==> config.mk <==
export PLATFORM = sky130hd
export DESIGN_NAME = branchPredictor
export DESIGN_NICKNAME = d
export VERILOG_FILES = /design/src/fetchPkg.sv /design/src/branchPredictor.sv
export SDC_FILE = /design/constraint.sdc
export NUM_CORES = 1
export LEC_CHECK = 0
export BUFFER_PORTS_ARGS = -buffer_cell sky130_fd_sc_hd__buf_2
export CORE_MARGIN = 5
export CORE_UTILIZATION = 30
export CTS_CLUSTER_SIZE = 28
export DETAILED_ROUTE_END_ITERATION = 10
export SYNTH_ARGS = -nofsm -noshare
export SYNTH_HDL_FRONTEND = slang
export SYNTH_SLANG_ARGS = --single-unit
==> constraint.sdc <==
create_clock -name clk -period 4.93 [get_ports clk]
set_input_delay 0.986 -clock clk [delete_from_list [all_inputs] [get_ports clk]]
set_output_delay 0.986 -clock clk [all_outputs]
set_load 0.05 [all_outputs]
==> src/fetchPkg.sv <==
// Fetch stage shared definitions
// widths, table sizes and branch type codes used by every fetch block

package fetchPkg;

  ////////////////////
  // datapath widths
  localparam int PcWidth     = 32;
  localparam int InstWidth   = 32;
  localparam int FetchWidth  = 4;    // instructions per bundle
  localparam int BundleWidth = 128;  // FetchWidth * InstWidth
  localparam int BundleBytes = 16;

  ////////////////////
  // table sizes
  localparam int CacheLines     = 16;
  localparam int CacheIndexBits = 4;
  localparam int BtbEntries     = 64;
  localparam int BtbIndexBits   = 6;
  localparam int BpEntries      = 64;
  localparam int RasDepth       = 8;
  localparam int RasPtrBits     = 3;

  ////////////////////
  // control instruction types, as stored in the target buffer
  localparam int CtrlTypeWidth = 2;
  localparam logic [CtrlTypeWidth-1:0] CtrlReturn = 2'd0;
  localparam logic [CtrlTypeWidth-1:0] CtrlCall   = 2'd1;
  localparam logic [CtrlTypeWidth-1:0] CtrlJump   = 2'd2;
  localparam logic [CtrlTypeWidth-1:0] CtrlCond   = 2'd3;

  // counters come out of reset weakly not-taken
  localparam logic [1:0] CounterInit = 2'd1;

endpackage
==> src/branchPredictor.sv <==
`timescale 1ns/10ps
// Direction predictor, a table of two-bit saturating counters
// indexed by word address, one taken bit per bundle slot

module branchPredictor (
  input  logic                                clk,
  input  logic                                reset,
  input  logic [fetchPkg::PcWidth-1:0]        pc_i,
  output logic [fetchPkg::FetchWidth-1:0]     slotTaken_o,
  input  logic                                updateEn_i,
  input  logic [fetchPkg::PcWidth-1:0]        updatePc_i,
  input  logic [fetchPkg::CtrlTypeWidth-1:0]  updateType_i,
  input  logic                                updateTaken_i
);

  logic [1:0] counters [fetchPkg::BpEntries];
  logic [$clog2(fetchPkg::BpEntries)-1:0] updateIndex;
  logic                                   trainEn;

  // lookup, upper counter bit is the prediction
  for (genvar s = 0; s < fetchPkg::FetchWidth; s++) begin : gSlot
    logic [$clog2(fetchPkg::BpEntries)-1:0] slotIndex;
    assign slotIndex      = {pc_i[$clog2(fetchPkg::BpEntries)+1:4], 2'(s)};
    assign slotTaken_o[s] = counters[slotIndex][1];
  end

  assign trainEn     = updateEn_i && (updateType_i == fetchPkg::CtrlCond);  // cond only
  assign updateIndex = updatePc_i[$clog2(fetchPkg::BpEntries)+1:2];

  always_ff @(posedge clk) begin
    if (reset) begin
      for (int i = 0; i < fetchPkg::BpEntries; i++) begin
        counters[i] <= fetchPkg::CounterInit;
      end
    end else if (trainEn) begin
      if (updateTaken_i && (counters[updateIndex] != 2'b11)) begin
        counters[updateIndex] <= counters[updateIndex] + 2'd1;  // step toward taken
      end else if (!updateTaken_i && (counters[updateIndex] != 2'b00)) begin
        counters[updateIndex] <= counters[updateIndex] - 2'd1;
      end
    end
  end

endmodule

==> flow_metrics.tcl <==
set metrics [dict create \
    p_seq_share_pct 45.6 \
    r2r-end "counters[21][0]" \
    crit_buf_inv 2 \
    pwr-share-clk_pct 39.1 \
    synth_fa_ha_area_share_pct 0 \
    drtAntennaViolNets 0 \
    cts_made_buffers 17 \
    min_from "updateTaken_i" \
    p_sw_mw 0.729 \
    synth_cell_types 55 \
    wirelength_um 25400 \
    synth_top_flop_cell "edfxtp_1" \
    ys_warn_count 0 \
    ys_ff_latch 128 \
    insertedDiodeCount 0 \
    htreeDepth 4 \
    grt_pass1_wl_um 36800 \
    yosysSeqAreaShare_pct 50.3 \
    die_w_um 170 \
    synthMuxAreaShare_pct 11.1 \
    fp.dieH_um 170 \
    holdWs_ns 1.34 \
    largest-register "counters" \
    hold_viol 0 \
    yosys.area.top_type "edfxtp_1" \
    cts_sinks 128 \
    drt_first_pass_iters 6 \
    p_leak_nw 2.77 \
    grtUsageTotal_pct 17.5 \
    power.total_mw 2.70 \
    hold_path_class "primary input to flip-flop" \
    cp_cell_sequence "buf_2 -> buf_4 -> and3b_1 -> o21ai_0 -> a21oi_1 -> a2111oi_0 -> and4_1 -> o21ai_1 -> nor2_1 -> nand2_1" \
    die-area_um2 28800 \
    slew_violations 0 \
    vias 5718 \
    crit_required_ns 5.05 \
    ctsHoldBuffers 0 \
    synth_compound_area_share_pct 14.7 \
    slew_headroom_pct 12.5 \
    finalNetCount 701 \
    vias_per_cell 5.89 \
    synth_area_leaders "edfxtp_1 (50%), mux4_2 (8.2%), nor3_2 (8.0%)" \
    postCtsSetupBuffers 0 \
    ios 74 \
    status "complete, no violations" \
    final_cell_mix "edfxtp_1 (128), nand2_1 (99), a21o_1 (64)" \
    crit_family "simple AND/OR/NAND/NOR gates" \
    gp_congestion 0.918 \
    avgSynthCellArea_um2 12.4 \
    mostFrequentLayoutCell "edfxtp_1" \
    fin_crit_sh_pct 86.4 \
    maxCapViolations 0 \
    r2r-start "counters[61][1]" \
    cts_root_buf "clkbuf_16" \
    intPower_mw 1.97 \
    max_stage_delay_ns 0.64 \
    cts_tree "yes" \
    synth-edff-count 128 \
    fmax_mhz 235 \
    antenna_found_initial 0 \
    synthToLayoutAreaGrowth_pct 11.9 \
    clock_path_buffers 2 \
    finalSetupTns_ns 0 \
    reg2regPathDepth 8 \
    tightest_slew_ns 1.31 \
    clkLatencyLatePin_ns 0.42 \
    setup_viol 0 \
    drcViolationCount 0 \
    critPathLaunchType "primary input" \
    io_buffers 19 \
    largest_reg_flops 128 \
    end_kind "flip-flop" \
    cp_slowest_cell "nor2_1" \
    wl_per_cell_um 26.2 \
    combPwrFrac_pct 15.4 \
    grt_pass1_vias 5382 \
    p_sw_share_pct 27.1 \
    clk_pin_slew_ns 0.05 \
    drt-initial-drc-count 764 \
    synth_top_family_by_area "simple AND/OR/NAND/NOR gates" \
    cts-resized-gates 0 \
    yosys.area_share.simple_pct 19.4 \
    hold_path_end "counters[59][1]" \
    crit_cells 10 \
    fp-row-count 58 \
    irDropWorstVdd_mv 0.229 \
    place_ws_ns 0.380 \
    initial_core_util_pct 30.5 \
    crit_arrival_ns 4.38 \
    cp_max_fo 30 \
    synth_top_area_share_pct 50.3 \
    rsz0062_at_grt "false" \
    syn_area_um2 7650 \
    ff2ff_setup_slack_ns 1.53 \
    p_per_area_nw_per_um2 315 \
    netlist_instances 615 \
    reg_top3 "counters: 128 flops" \
    core_um2 25100 \
    holdPathStages 5 \
    skew_ns 0.00622 \
    place_hpwl_um 16800 \
    synth_xor_area_share_pct 0.213 \
    worst_slack_ns 0.671 \
    overflow 0 \
    period_needed_ns 4.26 \
    critPathKind "primary input to flip-flop" \
    synth_nets 685 \
    grt_max_degree 65 \
    drive_gt1_share_pct 27.8 \
    synth-async-reset-ratio_pct 0 \
]
## cell type report
type                       instances  area [µm²]
inverter                           3        11.3
sequential                       128        3840
clock inverter                     4        16.3
timing repair buffer              48         350
tap                              330         413
clock buffer                      24         452
fill                            2554       16600
multi-input combinational        433        3470
## worst min-delay path, stage by stage
cell and delay (ns):
buf_2 0.13, inv_1 0.13, o21ai_4 0.10, buf_12 0.18, nor3_2 0.11
## metrics by stage
step	util [%]	std cells	cell area (µm²)
floorplan	-	615	7650
global placement	32.2	942	8090
detailed placement	32.2	942	8090
CTS	34.1	970	8560
global route	34.1	970	8560
finish	34.1	970	8560
## per-layer routing
layer	vias up	GRT usage, %	wire (µm)
met5	-	0	0
li1	2397	-	-
met4	0	6.06	735
met3	57	3.70	2560
met2	358	26.8	11600
met1	2906	24.8	10500
## worst max path at each step
stage / endpoint / startpoint / slack, ns
final: counters[21][0] / updatePc_i[2] / 0.67
after global routing: counters[40][0] / updatePc_i[4] / 0.60
after CTS: counters[21][0] / updatePc_i[4] / 0.81
after detailed placement: counters[21][0] / updatePc_i[2] / 0.38
after global placement: counters[21][0] / updatePc_i[2] / 0.37
after floorplan: slotTaken_o[0] / pc_i[4] / 0.85
## power groups by stage
stage               logic (mW)  clock network [mW]  registers, mW
floorplan                0.293                   0           1.24
global placement         0.404                   0           1.25
detailed placement       0.405                   0           1.25
CTS                      0.407                1.06           1.23
global route             0.430                1.10           1.23
finish                   0.415                1.05           1.23
## Yosys cell counts (2+ instances only)
cell      instances
nor3b_1           3
or3b_2            3
and3_1            2
a21oi_1           7
mux4_2           28
mux2_2            4
clkbuf_1         19
buf_2             7
o221ai_1          2
a22oi_1          12
mux2i_1          17
buf_1             8
a211o_1           2
a21o_1           64
nor2b_1           4
o21ai_0           8
or3_1             2
a221oi_1          6
nand2b_1          8
nand3b_1          8
o32ai_1           2
buf_6            16
edfxtp_1        128
a21oi_4           8
and3b_1           6
a211oi_1          3
inv_1             3
nor3_1            6
nor2_1           27
o21ai_4           2
o22ai_1           4
a22o_1            6
and2_1            5
nor3_2           61
nand3_1           5
nand2_1          99
o211ai_1          2
## cell families (layout without fill, tap and decap cells)
kind of cell	Yosys count	after routing
buffers and inverters	54	79
AND/OR/NAND/NOR	245	245
multiplexers	49	49
flip-flops	128	128
AO/OA/AOI/OAI	138	138
XOR/XNOR	1	1
(Power assumes the default switching activity.)
