$ cat config.mk
export PLATFORM = sky130hd
export DESIGN_NAME = instCache
export DESIGN_NICKNAME = d
export VERILOG_FILES = /design/src/fetchPkg.sv /design/src/instCache.sv
export SDC_FILE = /design/constraint.sdc
export NUM_CORES = 2
export LEC_CHECK = 0
export BUFFER_PORTS_ARGS = -buffer_cell sky130_fd_sc_hd__buf_2
export CAP_MARGIN = 25
export CORE_AREA = 2 2 413 415
export DETAILED_ROUTE_END_ITERATION = 10
export DIE_AREA = 0 0 415 417
export HOLD_SLACK_MARGIN = 0.08
export PLACE_DENSITY = 0.75
export SYNTH_ARGS = -nofsm -noshare
export SYNTH_HDL_FRONTEND = slang
export SYNTH_SLANG_ARGS = --single-unit
export TNS_END_PERCENT = 30
$ cat constraint.sdc
create_clock -name clk -period 14.7 [get_ports clk]
set_input_delay 2.94 -clock clk [delete_from_list [all_inputs] [get_ports clk]]
set_output_delay 2.94 -clock clk [all_outputs]
set_load 0.02 [all_outputs]
$ cat src/fetchPkg.sv
// Fetch stage shared definitions
// widths, table sizes and branch type codes used by every fetch block

package fetchPkg;

  ////////////////////
  // datapath widths
  localparam int PcWidth     = 32;
  localparam int InstWidth   = 32;
  localparam int FetchWidth  = 4;    // instructions per bundle
  localparam int BundleWidth = 128;  // FetchWidth * InstWidth
  localparam int BundleBytes = 16;

  ////////////////////
  // table sizes
  localparam int CacheLines     = 16;
  localparam int CacheIndexBits = 4;
  localparam int BtbEntries     = 64;
  localparam int BtbIndexBits   = 6;
  localparam int BpEntries      = 64;
  localparam int RasDepth       = 8;
  localparam int RasPtrBits     = 3;

  ////////////////////
  // control instruction types, as stored in the target buffer
  localparam int CtrlTypeWidth = 2;
  localparam logic [CtrlTypeWidth-1:0] CtrlReturn = 2'd0;
  localparam logic [CtrlTypeWidth-1:0] CtrlCall   = 2'd1;
  localparam logic [CtrlTypeWidth-1:0] CtrlJump   = 2'd2;
  localparam logic [CtrlTypeWidth-1:0] CtrlCond   = 2'd3;

  // counters come out of reset weakly not-taken
  localparam logic [1:0] CounterInit = 2'd1;

endpackage
$ cat src/instCache.sv
`timescale 1ns/10ps
// Instruction cache, direct mapped, one aligned four-instruction bundle per line
// a miss refills the line from memory over a four-phase req/ack handshake

module instCache (
  input  logic                             clk,
  input  logic                             reset,
  input  logic [fetchPkg::PcWidth-1:0]     pc_i,
  output logic                             hit_o,
  output logic [fetchPkg::BundleWidth-1:0] bundle_o,    // slot 0 in the low word
  output logic                             memReq_o,
  output logic [fetchPkg::PcWidth-1:0]     memAddr_o,   // line address, 16 byte aligned
  input  logic                             memAck_i,
  input  logic [fetchPkg::BundleWidth-1:0] memData_i
);

  // line arrays
  logic [fetchPkg::BundleWidth-1:0] dataArray [fetchPkg::CacheLines];
  logic [fetchPkg::PcWidth-fetchPkg::CacheIndexBits-5:0] tagArray [fetchPkg::CacheLines];
  logic [fetchPkg::CacheLines-1:0]  validBits;

  logic [fetchPkg::CacheIndexBits-1:0] pcIndex;     // bits 7:4
  logic [fetchPkg::CacheIndexBits-1:0] refillIndex;
  logic [fetchPkg::PcWidth-1:0]        refillAddr;  // held while memReq_o is high
  logic                                reqActive;   // request phase
  logic                                waitAckLow;  // line written, ack still high
  logic                                startRefill;
  logic                                ackSeen;

  assign pcIndex     = pc_i[fetchPkg::CacheIndexBits+3:4];
  assign refillIndex = refillAddr[fetchPkg::CacheIndexBits+3:4];

  ////////////////////
  // lookup, combinational in the PC's cycle
  assign hit_o = validBits[pcIndex] &&
                 (tagArray[pcIndex] == pc_i[fetchPkg::PcWidth-1:fetchPkg::CacheIndexBits+4]);
  assign bundle_o = dataArray[pcIndex];

  ////////////////////
  // refill FSM  idle -> request -> wait-ack-low -> idle
  assign startRefill = !reqActive && !waitAckLow && !hit_o;  // only from idle
  assign ackSeen     = reqActive && memAck_i;                // line arrives here

  always_ff @(posedge clk) begin
    if (reset) begin
      reqActive  <= 1'b0;
      waitAckLow <= 1'b0;
      validBits  <= '0;
    end else begin
      if (startRefill) begin
        reqActive <= 1'b1;           // memReq_o rises one edge after the miss
      end else if (ackSeen) begin
        reqActive  <= 1'b0;          // drop req in the same edge as the write
        waitAckLow <= 1'b1;
        validBits[refillIndex] <= 1'b1;
      end else if (waitAckLow && !memAck_i) begin
        waitAckLow <= 1'b0;          // handshake closed, may request again
      end
    end
  end

  // line payload and refill address
  always_ff @(posedge clk) begin
    if (startRefill) begin
      refillAddr <= {pc_i[fetchPkg::PcWidth-1:4], 4'b0000};  // aligned line
    end
    if (ackSeen) begin
      dataArray[refillIndex] <= memData_i;
      tagArray[refillIndex]  <= refillAddr[fetchPkg::PcWidth-1:fetchPkg::CacheIndexBits+4];
    end
  end

  assign memReq_o  = reqActive;
  assign memAddr_o = refillAddr;

endmodule

==> impl_metrics.json <==
{
  "grt_pass1_wl_um": 298600,
  "yosysWarnings": 0,
  "power_mw": 14.25,
  "vias": 41860,
  "leakage_nw": 33.04,
  "synthArstFlopShare_pct": 0,
  "post_synth_num_cell_types": 63,
  "worstMarginPinSlew_ps": 1307,
  "critPathTopFamily": "buffers and inverters",
  "grt_max_degree": 138,
  "fin_crit_ps": 9802,
  "die_h_um": 417,
  "gp_congestion": 0.7583,
  "cts_tree": "built",
  "grt_pass1_vias": 43160,
  "status": "completed",
  "clk_latency_ps": 890,
  "final_nets": 4321,
  "holdBufCountCts": 0,
  "clock_skew_ps": 28.48,
  "path_class": "input pin to output port",
  "max-vdd-ir-drop_mv": 0.1265,
  "detail-route-antenna-nets": 0,
  "path_buf_inv": 3,
  "worstPathMaxFanout": 101,
  "synthesis.area_sq_mm": 0.09368,
  "wl_um": 207200,
  "cts_resized": 0,
  "synth_area_per_cell_sq_um": 25.17,
  "cap_violations": 0,
  "vias_per_cell": 6.364,
  "coreArea_sq_mm": 0.1685,
  "fmax_mhz": 102.0,
  "startpoint_type": "input pin",
  "grt_overflow": 0,
  "slowest_delay_ps": 650,
  "area_growth_pct": 12.23,
  "dr.pass1.iters": 6,
  "slew_headroom_pct": 12.89,
  "setup_viol": 0,
  "power-per-cell-area_mw_per_mm2": 135.6,
  "die_x_um": 415,
  "worst_path_most_repeated_cell": "mux2i_1",
  "yosysSeqAreaShare_pct": 79.24,
  "critPathCaptureType": "output port",
  "place_hpwl_um": 100400,
  "crit_path_cell_trace": "buf_8 > buf_12 > mux4_2 > mux2i_1 > mux2i_1 > xnor2_1 > nand4_1 > nor3_1 > and4_1 > buf_2",
  "root_buffer": "clkbuf_16",
  "synth_ff_type": "edfxtp_1",
  "ioPinCount": 325,
  "rsz0062_at_grt": "no",
  "drc": 0,
  "crit_arrival_ps": 6860,
  "finalHoldViolCount": 0,
  "antenna_found_initial": 48,
  "placementRows": 151,
  "clk_pin_slew_ps": 60,
  "cts_made_buffers": 229,
  "routedWlPerCell_um": 31.51,
  "cp_slowest_cell": "buf_8",
  "io_buffers": 316,
  "dr.first_iter.drc_count": 4979,
  "cts_buffer_depth": 3,
  "postCtsSetupBuffers": 0,
  "synth.ff_latch_count": 2478,
  "slew_violations": 0,
  "hold_path_class": "register to register",
  "totalNegativeSetupSlack_ps": 0,
  "grt_usage_pct": 24.12,
  "synth-edff-count": 2460,
  "htree_levels": 4,
  "die-area_sq_mm": 0.1731,
  "drive_gt1_share_pct": 33.15,
  "required_ps": 11760,
  "start_util_pct": 55.59,
  "clock-sinks": 2478,
  "syn-instance-count": 3722,
  "post-route-period-util_pct": 66.68
}
## cells in the mapped netlist, drive strengths merged (2+ instances only)
library cell	instances	area, sq um
inv	6	22.52
clkbuf	60	235.2
nor3b	2	15.01
o221a	3	33.78
mux2	13	146.4
xor2	2	17.52
a21oi	15	75.07
or3	3	18.77
a32oi	2	17.52
and3	15	93.84
nand3	4	20.02
nor2b	8	50.05
mux4	720	16230
edfxtp	2460	73870
o21ai	7	35.03
nor3	7	35.03
nand4b	2	17.52
nor2	56	210.2
buf	128	748.2
nor4	4	37.53
xnor2	20	190.2
a31oi	5	31.28
mux2i	59	590.6
nand4	11	68.82
dfxtp	18	360.4
nand2b	7	43.79
a211oi	7	52.55
nand2	51	191.4
o22ai	6	37.54
## final cells by class
class,instances,area (sq um)
tap,2218,2775
inverter,7,33.78
sequential,2478,74230
fill,10980,63390
timing repair buffer,390,2390
clock inverter,125,1066
multi-input combinational,1052,18570
clock buffer,292,6031
antenna,15,37.54
## logic make-up after synthesis
kind of cell | Yosys count | synth area share [%]
DFF | 2478 | 79.24
AOI/OAI and AO/OA | 58 | 0.4381
other | 1 | 0.004003
buffers and inverters | 195 | 1.078
xor gates and xnor gates | 22 | 0.2217
and+or+nand+nor | 176 | 0.9109
muxes | 792 | 18.11
## worst reg2reg max path: cells and delay by family (launching register included)
| family | cells | cell delay (ps) |
|---|---|---|
| buf+inv | 2 | 1460 |
| flops | 1 | 440 |
| simple gates | 2 | 1350 |
## power by group
group / switching [mW] / internal [mW] / total [mW] / leakage (nW)
Sequential: 0.0411 / 7.85 / 7.89 / 22.3
Clock: 2.50 / 3.12 / 5.62 / 3.45
Combinational: 0.442 / 0.293 / 0.735 / 7.28
## per-layer routing
layer  share of wire (%)  GRT usage, %  wire length, um  vias up
li1                    -             -                -    17020
met4                 3.1         7.856             6413       20
met3                 7.1         4.301            14640      382
met2                  52         41.36           108600     1897
met1                  37         31.69            77450    22540
met5               0.055             0              113        -
## path summary, 6_finish.rpt
path | start | end | slack [ps] | cells past startpoint
max | pc_i[4] | hit_o | 4900 | 10
min | validBits[3] | validBits[3] | 470 | 2
max reg2reg | memAddr_o[5] | dataArray[4][10] | 10760 | 4
min reg2reg | validBits[3] | validBits[3] | 470 | 2
## flip-flops by register name, indices dropped and copies added (netlist names)
signal and cells:
dataArray 2048, tagArray 384, memAddr_o 28, validBits 16
memReq_o 1, waitAckLow 1
## layout by cell type, fill, tap and decap left out, types with 4 or more instances in the layout
| cell | Yosys | layout |
|---|---|---|
| clkinv_2 | 0 | 32 |
| nand3_1 | 4 | 4 |
| mux4_2 | 717 | 717 |
| nand2_1 | 51 | 51 |
| inv_16 | 0 | 5 |
| clkinvlp_4 | 0 | 5 |
| bufinv_16 | 0 | 13 |
| and3_1 | 15 | 15 |
| mux2i_1 | 59 | 59 |
| xnor2_1 | 18 | 18 |
| nor3_2 | 0 | 4 |
| buf_2 | 73 | 312 |
| dfxtp_1 | 18 | 18 |
| buf_12 | 3 | 16 |
| mux2_2 | 8 | 8 |
| nor2_1 | 56 | 44 |
| nor2b_1 | 8 | 8 |
| inv_1 | 5 | 5 |
| a31oi_1 | 5 | 5 |
| a211oi_1 | 7 | 7 |
| clkbuf_1 | 59 | 60 |
| clkbuf_16 | 0 | 232 |
| nor2_4 | 0 | 12 |
| a21oi_1 | 15 | 15 |
| buf_4 | 19 | 58 |
| mux2_1 | 5 | 5 |
| conb_1 | 1 | 4 |
| clkinv_1 | 1 | 60 |
| o22ai_1 | 6 | 6 |
| nand4_1 | 11 | 11 |
| diode_2 | 0 | 15 |
| edfxtp_1 | 2460 | 2460 |
| nand2b_1 | 7 | 7 |
| o21ai_0 | 4 | 4 |
## stage by stage
stage	std cells	area (sq um)	util [%]	hold slack (ps)	worst slack, ps
after floorplan	3725	93690	-	434.8	162.3
after global placement	6143	97950	58.12	449.9	4711
after detailed placement	6143	97950	58.12	455.8	4702
after CTS	6560	105100	62.33	469.9	4677
after global routing	6574	105100	62.38	487.1	4644
final	6577	105100	62.39	474.3	4898
No activity file was read; power rests on OpenSTA's default activity.
