==> src/fetchPkg.sv <==
// Fetch stage shared definitions
// widths, table sizes and branch type codes used by every fetch block

package fetchPkg;

  ////////////////////
  // datapath widths
  localparam int PcWidth     = 32;
  localparam int InstWidth   = 32;
  localparam int FetchWidth  = 4;    // instructions per bundle
  localparam int BundleWidth = 128;  // FetchWidth * InstWidth
  localparam int BundleBytes = 16;

  ////////////////////
  // table sizes
  localparam int CacheLines     = 16;
  localparam int CacheIndexBits = 4;
  localparam int BtbEntries     = 64;
  localparam int BtbIndexBits   = 6;
  localparam int BpEntries      = 64;
  localparam int RasDepth       = 8;
  localparam int RasPtrBits     = 3;

  ////////////////////
  // control instruction types, as stored in the target buffer
  localparam int CtrlTypeWidth = 2;
  localparam logic [CtrlTypeWidth-1:0] CtrlReturn = 2'd0;
  localparam logic [CtrlTypeWidth-1:0] CtrlCall   = 2'd1;
  localparam logic [CtrlTypeWidth-1:0] CtrlJump   = 2'd2;
  localparam logic [CtrlTypeWidth-1:0] CtrlCond   = 2'd3;

  // counters come out of reset weakly not-taken
  localparam logic [1:0] CounterInit = 2'd1;

endpackage
==> src/fetchStage.sv <==
`timescale 1ns/10ps
// Fetch control, holds the PC and picks the next bundle address
// qualifies slots from the target buffer and counters, drives the RAS strobes

module fetchStage (
  input  logic                                                   clk,
  input  logic                                                   reset,
  input  logic                                                   stall_i,
  input  logic                                                   redirect_i,
  input  logic [fetchPkg::PcWidth-1:0]                           redirectPc_i,
  input  logic                                                   cacheHit_i,
  input  logic [fetchPkg::FetchWidth-1:0]                        btbHit_i,
  input  logic [fetchPkg::FetchWidth*fetchPkg::CtrlTypeWidth-1:0] btbType_i,
  input  logic [fetchPkg::FetchWidth*fetchPkg::PcWidth-1:0]       btbTarget_i,
  input  logic [fetchPkg::FetchWidth-1:0]                        bpTaken_i,
  input  logic [fetchPkg::PcWidth-1:0]                           rasTop_i,
  output logic                                                   rasPush_o,
  output logic                                                   rasPop_o,
  output logic [fetchPkg::PcWidth-1:0]                           rasPushAddr_o,
  output logic [fetchPkg::PcWidth-1:0]                           pc_o,
  output logic                                                   fetchValid_o,
  output logic [fetchPkg::FetchWidth-1:0]                        slotMask_o,
  output logic                                                   predTaken_o,
  output logic [fetchPkg::PcWidth-1:0]                           predTarget_o
);

  logic [fetchPkg::PcWidth-1:0]       pcReg;
  logic [fetchPkg::PcWidth-1:0]       alignedPc;
  logic [fetchPkg::PcWidth-1:0]       takenTarget;
  logic [fetchPkg::PcWidth-1:0]       nextPc;
  logic [fetchPkg::FetchWidth-1:0]    slotTaken;   // qualified control slots
  logic                               takenAny;
  logic [1:0]                         takenIdx;    // first taken slot
  logic [fetchPkg::CtrlTypeWidth-1:0] takenType;
  logic                               advance;     // bundle consumed this cycle

  assign alignedPc = {pcReg[fetchPkg::PcWidth-1:4], 4'b0000};

  ////////////////////
  // slot qualification
  // slots before the PC offset are not part of this fetch
  always_comb begin
    for (int s = 0; s < fetchPkg::FetchWidth; s++) begin
      slotTaken[s] = (2'(s) >= pcReg[3:2]) && btbHit_i[s] &&
          ((btbType_i[s*fetchPkg::CtrlTypeWidth +: fetchPkg::CtrlTypeWidth] !=
            fetchPkg::CtrlCond) || bpTaken_i[s]);
    end
  end

  // lowest taken slot wins, scan from the top so the last hit stays
  always_comb begin
    takenAny = 1'b0;
    takenIdx = 2'd0;
    for (int s = fetchPkg::FetchWidth - 1; s >= 0; s--) begin
      if (slotTaken[s]) begin
        takenAny = 1'b1;
        takenIdx = 2'(s);
      end
    end
  end

  assign takenType = btbType_i[takenIdx*fetchPkg::CtrlTypeWidth +: fetchPkg::CtrlTypeWidth];

  ////////////////////
  // next PC
  assign takenTarget = (takenType == fetchPkg::CtrlReturn) ? rasTop_i
                     : btbTarget_i[takenIdx*fetchPkg::PcWidth +: fetchPkg::PcWidth];
  assign nextPc = takenAny ? takenTarget
                           : alignedPc + fetchPkg::BundleBytes;  // fall through

  // valid slots run from the offset through the taken slot
  always_comb begin
    for (int s = 0; s < fetchPkg::FetchWidth; s++) begin
      slotMask_o[s] = (2'(s) >= pcReg[3:2]) && (!takenAny || (2'(s) <= takenIdx));
    end
  end

  assign fetchValid_o = cacheHit_i && !redirect_i;  // redirected bundle is dropped
  assign advance      = fetchValid_o && !stall_i;

  ////////////////////
  // RAS control, only on a consumed bundle
  assign rasPush_o     = advance && takenAny && (takenType == fetchPkg::CtrlCall);
  assign rasPop_o      = advance && takenAny && (takenType == fetchPkg::CtrlReturn);
  assign rasPushAddr_o = {pcReg[fetchPkg::PcWidth-1:4], takenIdx, 2'b00}
                       + (fetchPkg::InstWidth / 8);  // return lands after the call

  // PC register, redirect beats everything
  always_ff @(posedge clk) begin
    if (reset) begin
      pcReg <= '0;
    end else if (redirect_i) begin
      pcReg <= redirectPc_i;
    end else if (cacheHit_i && !stall_i) begin
      pcReg <= nextPc;
    end
  end

  assign pc_o         = pcReg;
  assign predTaken_o  = takenAny;
  assign predTarget_o = nextPc;  // predicted address of the next bundle

endmodule

==> config.mk <==
export PLATFORM = sky130hd
export DESIGN_NAME = fetchStage
export DESIGN_NICKNAME = d
export VERILOG_FILES = /design/src/fetchPkg.sv /design/src/fetchStage.sv
export SDC_FILE = /design/constraint.sdc
export NUM_CORES = 1
export LEC_CHECK = 0
export BUFFER_PORTS_ARGS = -buffer_cell sky130_fd_sc_hd__buf_4
export CAP_MARGIN = 0
export CORE_AREA = 2 2 122 124
export DETAILED_ROUTE_END_ITERATION = 8
export DIE_AREA = 0 0 124 126
export GPL_TIMING_DRIVEN = 0
export SYNTH_ARGS = -nofsm -noshare
export SYNTH_HDL_FRONTEND = slang
export SYNTH_SLANG_ARGS = --single-unit
==> constraint.sdc <==
create_clock -name clk -period 3.4 [get_ports clk]
set_input_delay 0.51 -clock clk [delete_from_list [all_inputs] [get_ports clk]]
set_output_delay 0.51 -clock clk [all_outputs]
set_load 0.02 [all_outputs]
==> key figures <==
Detailed routing
  • Vias per inst: 5.507
  • Routed wl met3: 2.068 mm
  • Max layer used: met4
  • WL met2: 11.41 mm
  • ANT nets after route: 0
  • Wl on met1: 9.207 mm
  • 1st-iter DRT viols: 519
  • WL/cell: 21.31 um
  • Post-Route WL: 23.40 mm
  • DRC: 0
  • Initial DRT Pass Iterations: 6
  • Vias: 6047

Critical path
  • Setup crit end kind: primary output
  • CP required: 2.89 ns
  • Crit path kind: reg -> out
  • Arrival @ worst endpoint: 2.78 ns
  • Critical Path Source: pc_o[3]
  • FF-to-FF path depth: 9
  • CP Max Fanout: 10
  • R2R Setup Slk: 0.86 ns
  • Worst reg2reg path startpoint: pc_o[3]
  • Critical path startpoint category: register

Global routing
  • Initial antenna violation count: 0
  • Vias in the first global route: 5922
  • Largest net degree at the start of global routing: 11
  • First-pass GRT wire length: 33.80 mm
  • All-Layer GR Usage: 28.71%
  • Total grt overflow: 0

Logic synthesis
  • Synth Instances: 582
  • Post-synth EDFFs: 0
  • Area contributors post-synth: dfxtp_1 (16%), xnor2_1 (7.4%), a21oi_1 (6.8%), nor2_1 (5.9%), o221ai_1 (5.8%)
  • Adder-cell share of the synthesized area: 0.9274%
  • Post-Synth Simple-Gate Area: 24.64%
  • Commonest register cell after synthesis: dfxtp_1
  • Syn Area/Cell: 6.955 um^2
  • Seq/Total Area, Yosys: 15.83%
  • Main combinational cell family by area after synthesis: compound AO/OA/AOI/OAI gates
  • Yosys reg bits: 32
  • Synth top area share: 15.83%
  • Post-Synth XOR/XNOR Area: 11.47%
  • Mux cell area share after synthesis: 3.493%
  • Area of the mapped netlist: 4048 um^2
  • Post-synth ARST share: 0%
  • Yosys warns: 0
  • Synth cell types: 62
  • Compound-Gate Fraction of Synth Area: 36.48%
  • Largest area contributor in the netlist: dfxtp_1

Clock network
  • CTS sink count: 32
  • H-tree levels: 2
  • CTS Hold Bufs: 0
  • Reg clk slew, reported paths: 0.06 ns
  • TritonCTS clock tree: built
  • Clock root buffer: clkbuf_16
  • CTS buffer count: 5
  • Clock latency on the worst-skew pair: 0.28 ns
  • Clk buf depth: 2

Die
  • FP Rows: 44
  • Die H: 126 um
  • Chip width: 124 um
  • Core Area: 14310 um^2
  • Initial Util: 28.28%
  • Die area: 15620 um^2
  • Ports: 317

Timing
  • Max Clock Freq: 303.6 MHz
  • Hold Worst Slack: 0.4590 ns
  • RSZ-0062 raised after global routing: true
  • Final worst slack: 0.1065 ns
  • Relative slew slack: 35.94%
  • Fin. Hold Viols: 0
  • Clock skew: 0.005193 ns
  • Final Setup Violations: 0
  • Clock period minus worst slack: 3.294 ns
  • Final cycle utilization of the critical path: 96.87%
  • Worst slew pin tran: 0.9568 ns
  • Fin. max-slew vios: 0

Final layout
  • Syn-to-layout area delta: 74.74%
  • Nets@finish: 1130
  • Layout cells sized above 1: 44.20%
  • Most frequent cells in the layout: buf_4 (330), nor2_1 (60), nand2_1 (57)
  • Layout Cells excl Fill: 1098
  • Most common cell after layout, fill and taps aside: buf_4
  • Fill cell count: 1514
  • Number of flip-flops under the largest register name: 32
  • Finished Core Util: 49.41%
  • N_diodes: 0

Pwr
  • Final total power: 2.395 mW
  • Pleak: 3.313 nW
  • Worst vdd ir: 0.2393 mV
  • P per Cell Area: 338.6 nW/um^2

Placed design
  • Inst Count DP: 1081
  • Gpl congestion: 0.9127
  • Pre-CTS setup slack: -0.5844 ns
  • Dpl hpwl: 18.81 mm
  • Port Buffer Count: 314

Min path
  • Hold Path Cell Cnt: 3
  • Hold WC Path Type: in -> reg
  • Hold Path Origin: redirectPc_i[26]

Flow run
  • Max-cap violations: 0

Outcome
  • Outcome: completed
## cells in the mapped netlist, drive strengths merged, types with 11 or more instances
master,number
mux2i,13
xnor2,34
nand3,19
o221ai,27
a21oi,55
clkbuf,46
o31ai,14
a21o,13
dfxtp,32
o21ai,14
a22oi,16
buf,12
nand2,58
nor3,11
nor2,66
a22o,18
xor2,19
## repair_timing
| item | in CTS | in global routing |
|---|---|---|
| endpoints found under the setup margin | 50 | 34 |
| buffers inserted | 1 | 11 |
| pin swaps | 1 | 3 |
| cloned | 0 | 0 |
| gates resized for setup | 28 | 42 |
## path summary, 6_finish.rpt
| kind | to |
|---|---|
| setup / recovery | predTarget_o[8] |
| hold / removal | pc_o[26] |
| setup reg to reg | pc_o[11] |
| hold reg to reg | pc_o[21] |
## worst max-delay path, cell delays in order (launching register included)
cell       delay, ns
dfxtp_1         0.33
buf_6           0.15
a21bo_1         0.23
o2111ai_1       0.22
a21oi_1         0.12
a311oi_1        0.42
nand2b_1        0.12
clkbuf_2        0.26
a221oi_2        0.43
buf_4           0.21
## metal layers
| layer | global-route usage, % | up-vias |
|---|---|---|
| met3 | 6.929 | 41 |
| met1 | 35.33 | 2863 |
| met4 | 8.790 | 0 |
| li1 | - | 2832 |
| met5 | 0 | - |
| met2 | 49.03 | 311 |
## power breakdown
group	internal (mW)	switching [mW]	total, mW	leakage (nW)
clock network	0.267	0.178	0.445	0.0667
logic	0.655	0.842	1.50	2.98
registers	0.408	0.0454	0.453	0.265
total	1.33	1.07	2.39	3.31
## metrics by stage
stage / setup TNS [ns] / cell area (um^2)
after floorplan: 0 / 4051
after global placement: -4.869 / 6639
final: 0 / 7073
after detailed placement: -4.663 / 6644
after CTS: -0.06370 / 6870
after global routing: -0.02257 / 7073
## kinds of logic after synthesis
family	count (synthesis)
xor gates and xnor gates	53
muxes	14
DFF	32
and+or+nand+nor	207
buffers and inverters	68
AOI/OAI and AO/OA	204
adders and majority gates	3
other	1
## final cells by class
class                           instances  area [um^2]  area share, %
Buffer                                 56        274.0          3.874
Clock buffer                            6        128.9          1.822
Clock inverter                          1        5.005        0.07076
Inverter                               10        42.54         0.6015
Multi-Input combinational cell        483         3302          46.68
Sequential cell                        32        643.1          9.093
Tap cell                              184        230.2          3.255
Timing Repair Buffer                  326         2447          34.60
Note: power is estimated with default switching activity, not from simulation.
