## config.mk

```make
export PLATFORM = sky130hd
export DESIGN_NAME = returnStack
export DESIGN_NICKNAME = d
export VERILOG_FILES = /design/src/fetchPkg.sv /design/src/returnStack.sv
export SDC_FILE = /design/constraint.sdc
export NUM_CORES = 1
export LEC_CHECK = 0
export BUFFER_PORTS_ARGS = -buffer_cell sky130_fd_sc_hd__clkbuf_2
export CAP_MARGIN = 20
export CORE_MARGIN = 1.5
export CORE_UTILIZATION = 27
export DETAILED_ROUTE_END_ITERATION = 10
export SYNTH_ARGS = -nofsm -noshare
export SYNTH_HDL_FRONTEND = slang
export SYNTH_SLANG_ARGS = --single-unit
```

## constraint.sdc

```tcl
create_clock -name clk -period 6.1 [get_ports clk]
set_input_delay 1.22 -clock clk [delete_from_list [all_inputs] [get_ports clk]]
set_output_delay 1.22 -clock clk [all_outputs]
set_load 0.05 [all_outputs]
```

## src/fetchPkg.sv

```systemverilog
// Fetch stage shared definitions
// widths, table sizes and branch type codes used by every fetch block

package fetchPkg;

  ////////////////////
  // datapath widths
  localparam int PcWidth     = 32;
  localparam int InstWidth   = 32;
  localparam int FetchWidth  = 4;    // instructions per bundle
  localparam int BundleWidth = 128;  // FetchWidth * InstWidth
  localparam int BundleBytes = 16;

  ////////////////////
  // table sizes
  localparam int CacheLines     = 16;
  localparam int CacheIndexBits = 4;
  localparam int BtbEntries     = 64;
  localparam int BtbIndexBits   = 6;
  localparam int BpEntries      = 64;
  localparam int RasDepth       = 8;
  localparam int RasPtrBits     = 3;

  ////////////////////
  // control instruction types, as stored in the target buffer
  localparam int CtrlTypeWidth = 2;
  localparam logic [CtrlTypeWidth-1:0] CtrlReturn = 2'd0;
  localparam logic [CtrlTypeWidth-1:0] CtrlCall   = 2'd1;
  localparam logic [CtrlTypeWidth-1:0] CtrlJump   = 2'd2;
  localparam logic [CtrlTypeWidth-1:0] CtrlCond   = 2'd3;

  // counters come out of reset weakly not-taken
  localparam logic [1:0] CounterInit = 2'd1;

endpackage
```

## src/returnStack.sv

```systemverilog
`timescale 1ns/10ps
// Return address stack, circular, overflow drops the oldest entry

module returnStack (
  input  logic                         clk,
  input  logic                         reset,
  input  logic                         push_i,      // never together with pop_i
  input  logic                         pop_i,
  input  logic [fetchPkg::PcWidth-1:0] pushAddr_i,
  output logic [fetchPkg::PcWidth-1:0] top_o
);

  logic [fetchPkg::PcWidth-1:0]    stackMem [fetchPkg::RasDepth];
  logic [fetchPkg::RasPtrBits-1:0] ptr;     // next free entry
  logic [fetchPkg::RasPtrBits-1:0] topPtr;  // most recent push

  assign topPtr = ptr - 1'b1;  // wraps, so an empty pop reads stale data
  assign top_o  = stackMem[topPtr];

  always_ff @(posedge clk) begin
    if (reset) begin
      ptr <= '0;
    end else if (push_i) begin
      ptr <= ptr + 1'b1;
    end else if (pop_i) begin
      ptr <= topPtr;
    end
  end

  // entries themselves
  always_ff @(posedge clk) begin
    if (push_i) begin
      stackMem[ptr] <= pushAddr_i;
    end
  end

endmodule

```

==> impl_metrics.toml, run 1 <==
[floorplanning]
die_w_um = 201
die-area_um2 = 40200
rows = 72
core_area_um2 = 38600
die_h_um = 201
io-pin-count = 68
initial_utilization_pct = 27.3

[routing]
final_antenna_net_count = 0
wirelength_um = 22300
drt_iter0_markers = 392
vias_per_cell = 4.51
drc = 0
vias = 5550
wire_per_inst_um = 18.1
firstDrtPassIters = 4

[place]
dpl_cell_area_um2 = 11300
io_buffers = 67
gp_congestion = 0.687
dp_hpwl_um = 12600

[sta]
max_freq_mhz = 223
drv_slew = 0
setup_tns_ns = 0
tightest_slew_ns = 0.959
rsz0062_at_grt = "no"
fin_crit_sh_pct = 73.4
slew_headroom_pct = 36.1
finalSetupViolations = 0
skew_ns = 0.0220
period_needed_ns = 4.48
hold_violations = 0

[yosys]
yosysTopAreaCellShare_pct = 73.0
async_flop_share_pct = 0
synthTopCellsByArea = "edfxtp_1, mux2i_1, nand3_1, and4_1, buf_6"
synthDistinctLibCells = 28
syn_area_um2 = 10500
synth.most_common_cell = "edfxtp_1"
syn-num-nets = 658
synth_cells = 620
synth_edf_count = 256
yosysWarnings = 0
synth_seq_area_share_pct = 73.5
yosysTopAreaCell = "edfxtp_1"
synth_ff_type = "edfxtp_1"
avgSynthCellArea_um2 = 17.0
yosys-top-cells-count = "edfxtp_1, mux2i_1, nand3_1"
synth_seq_cells = 259

[finish]
fin_area_um2 = 12400
nets = 727
final_util_pct = 32.1
drive_gt1_share_pct = 19.3
synthToLayoutAreaGrowth_pct = 17.5
fill_cells = 3801
multiInputGateArea_um2 = 2470
seq_area_um2 = 7750

[worst_setup_path]
cp-startpoint = "ptr[1]"
critPathLaunchType = "register"
worstPathMaxFanout = 54
worstPathRequired_ns = 4.88
r2r_start = "ptr[0]"
rrSetupSlack_ns = 3.44
end_kind = "primary output"
worstRegToRegCells = 5
r2r-end = "stackMem[4][12]"
crit_type = "reg -> out"
worstPathArrival_ns = 3.26

[pwr]
peakVddDrop_mv = 0.239
power.total_mw = 4.88
power_per_cell_area_nw_per_um2 = 394
cellLeakagePower_nw = 4.12

[hold_path]
hp-start = "ptr[1]"
min_to = "ptr[1]"
whs_path_depth = 2
hold_path.class = "reg -> reg"

[clocking]
clk_pin_slew_ns = 0.06
cts_sinks = 259
cts-root-buf = "clkbuf_16"
ctsResizeCount = 0
max-clock-path-buffers = 3
cts.htree.levels = 1
insertion_delay_ns = 0.54
numCtsBuffers = 27
cts_tree = "built"
cts_hold_buf = 0
post_cts.repair.setup_buffers = 0

[global_routing]
grt.total_usage_pct = 10.9
first_global_vias = 5540
grt_pass1_wl_um = 33900
grt-ovfl-total = 0
grt_max_degree = 70
antenna_found_initial = 5

[job]
maxCapViolCount = 0

[run_status]
status = "complete, no violations"
## cell families after synthesis
group / count (synthesis) / share of synthesized area (%)
XOR/XNOR: 3 / 0.606
multiplexers: 128 / 12.2
AO/OA/AOI/OAI: 2 / 0.154
flip-flops: 259 / 73.5
AND/OR/NAND/NOR: 181 / 9.67
adder cells (fa/ha/maj): 2 / 0.237
buffers and inverters: 45 / 3.66
## layout make-up
| cell class | instances | share of cell area [%] |
|---|---|---|
| clock inverter | 22 | 2.77 |
| inverter | 2 | 0.0606 |
| tap | 518 | 5.23 |
| sequential | 259 | 62.6 |
| multi-input combinational | 316 | 20.0 |
| antenna | 2 | 0.0404 |
| clock buffer | 28 | 5.49 |
| timing repair buffer | 83 | 3.88 |
## flip-flops by register name, indices dropped and copies added (netlist names)
| signal | flops |
|---|---|
| ptr | 3 |
| stackMem | 256 |
## per-layer routing
| layer | GRT usage [%] | up-vias | wire [um] |
|---|---|---|---|
| met2 | 17.9 | 129 | 10500 |
| met4 | 2.55 | 8 | 430 |
| li1 | - | 2577 | - |
| met1 | 14.7 | 2792 | 9950 |
| met5 | 0 | - | 49 |
| met3 | 2.53 | 44 | 1390 |
## cells in the final DEF, fill, tap and decap left out, types with 2 or more instances in the layout
| master | n |
|---|---|
| and4_1 | 32 |
| buf_12 | 2 |
| buf_4 | 14 |
| bufinv_16 | 9 |
| clkbuf_16 | 27 |
| clkbuf_2 | 67 |
| clkinv_1 | 8 |
| clkinv_2 | 3 |
| dfxtp_1 | 2 |
| diode_2 | 2 |
| edfxtp_1 | 256 |
| mux2i_1 | 128 |
| nand2_1 | 5 |
| nand3_1 | 128 |
| nor2_1 | 3 |
| nor2_4 | 6 |
| nor3_2 | 2 |
## per-stage QoR
stage	setup slack, ns	hold slack (ns)	instances
after floorplan	2.12	0.525	620
after global placement	2.16	0.555	1177
after detailed placement	2.12	0.572	1177
after CTS	1.54	0.588	1227
after global routing	1.41	0.634	1228
final	1.62	0.585	1230
## worst max-delay path by stage
stage / to / cells past startpoint
2_1_floorplan: stackMem[2][0] / 2
3_3_place_gp: top_o[28] / 7
3_5_place_dp: top_o[0] / 7
4_1_cts: top_o[0] / 7
5_1_grt: top_o[20] / 5
6_report: top_o[3] / 7
## critical path, stage by stage (launching register included)
cell	delay [ns]
dfxtp_1	0.38
inv_1	0.10
ha_4	0.89
buf_4	0.48
mux2i_1	0.23
nand3_1	0.09
and4_1	0.29
clkbuf_2	0.25
## power by group
part	internal [mW]	leakage [nW]	total [mW]	switching, mW
clock network	1.19	0.495	1.85	0.660
registers	2.02	2.35	2.04	0.0158
logic	0.287	1.28	0.992	0.705
Note: power is estimated with default switching activity, not from simulation.
==> run 2, diff against run 1 <==
clock period = 4.6 ns   (was 6.1 ns; I/O delays follow)
==> run 2 against run 1 <==
Combinational power up 32%. Clock power grew 11%. Cell count is the same. Sequential share of layout area rose by 0.77 points. Global-route usage is 0.19 points lower. Critical path depth unchanged. Sequential power is 32% higher. Clock skew is 0.0083 ns lower. Die area unchanged. Non-clock buffer count up 4.
==> impl_metrics.toml, run 2 (synthesized netlist as in run 1, its figures left out) <==
[sta]
slew_headroom_pct = 42.1
period_needed_ns = 3.90
fin_crit_sh_pct = 84.8
drv_slew = 0
tightest_slew_ns = 0.869
max_freq_mhz = 256
finalSetupViolations = 0
hold_violations = 0
rsz0062_at_grt = "no"
setup_tns_ns = 0
hold_ws_ns = 0.582
skew_ns = 0.0137

[clocking]
max-clock-path-buffers = 3
clk_pin_slew_ns = 0.06
insertion_delay_ns = 0.52
cts-root-buf = "clkbuf_16"
ctsResizeCount = 0
cts_tree = "built"
cts.htree.levels = 1
numCtsBuffers = 26
cts_sinks = 259
post_cts.repair.setup_buffers = 0
cts_hold_buf = 0

[global_routing]
grt-ovfl-total = 0
grt_pass1_wl_um = 33600
grt.total_usage_pct = 10.7
first_global_vias = 5571
grt_max_degree = 70
antenna_found_initial = 4

[pwr]
power_per_cell_area_nw_per_um2 = 497
peakVddDrop_mv = 0.262
cellLeakagePower_nw = 4.05

[worst_setup_path]
worstPathRequired_ns = 3.68
r2r_start = "ptr[0]"
crit_type = "reg -> out"
critPathLaunchType = "register"
worstPathMaxFanout = 45
cp-startpoint = "ptr[1]"
worstPathArrival_ns = 2.98
end_kind = "primary output"

[routing]
wirelength_um = 22100
wire_per_inst_um = 17.9
drc = 0
drt_iter0_markers = 348
firstDrtPassIters = 4
final_antenna_net_count = 0
vias_per_cell = 4.53
vias = 5572

[floorplanning]
initial_utilization_pct = 27.3
die_w_um = 201
io-pin-count = 68
die-area_um2 = 40200
die_h_um = 201
core_area_um2 = 38600
rows = 72

[place]
dp_hpwl_um = 13000
gp_congestion = 0.652
io_buffers = 67

[finish]
drive_gt1_share_pct = 19.2
largest_register_ffs = 256
fill_cells = 3832
layout_commonest_cell = "edfxtp_1"
largestRegisters = "stackMem (256), ptr (3)"
largest_register = "stackMem"
synthToLayoutAreaGrowth_pct = 16.1
layout_common_cells = "edfxtp_1, mux2i_1, nand3_1"
nets = 730

[run_status]
status = "complete, no violations"

[job]
maxCapViolCount = 0

[hold_path]
hold_path.class = "reg -> reg"
hp-start = "ptr[1]"
-- run 2: worst max-delay path: stages, from the launching register on --
cell      delay (ns)
dfxtp_1         0.38
inv_1           0.10
ha_4            0.69
buf_12          0.36
mux2i_1         0.25
nand3_1         0.09
and4_1          0.27
clkbuf_2        0.25
-- run 2: worst paths after layout --
check | to | slack (ns) | depth (start not counted)
worst max-delay path | top_o[19] | 0.70 | 7
worst min-delay path | ptr[1] | 0.58 | 2
worst max register to register | stackMem[3][10] | 1.89 | 4
worst min register to register | ptr[1] | 0.58 | 2
-- run 2: report_power, final --
group          switching (mW)  internal [mW]  total [mW]
clock network           0.823           1.24        2.06
logic                   0.929          0.383        1.31
registers              0.0208           2.68        2.70
-- run 2: metrics by stage --
step / std cells / area, um^2 / total power [mW] / util [%] / worst slack, ns
3_5_place_dp: 1182 / 11400 / 4.09 / 29.5 / 1.24
4_1_cts: 1228 / 12200 / 6.15 / 31.7 / 0.678
3_3_place_gp: 1182 / 11400 / 4.08 / 29.5 / 1.26
2_1_floorplan: 620 / 10500 / 3.78 / - / 0.922
6_report: 1230 / 12200 / 6.08 / 31.7 / 0.700
5_1_grt: 1228 / 12200 / 6.31 / 31.7 / 0.541
-- run 2: final cells by class --
class / instances / area [um^2] / share of cell area (%)
Multi-Input combinational cell: 316 / 2470 / 20.2
Clock buffer: 33 / 698 / 5.71
Inverter: 2 / 7.51 / 0.0614
Clock inverter: 13 / 144 / 1.18
Sequential cell: 259 / 7750 / 63.3
Tap cell: 518 / 648 / 5.30
Antenna cell: 2 / 5.00 / 0.0409
Timing Repair Buffer: 87 / 510 / 4.17
-- run 2: metal layers --
layer / GRT usage, % / vias to the layer above / wire [um]
li1: - / 2587 / -
met1: 14.7 / 2834 / 10300
met2: 17.1 / 115 / 10100
met3: 3.02 / 30 / 1410
met4: 2.04 / 6 / 280
met5: 0 / - / 36
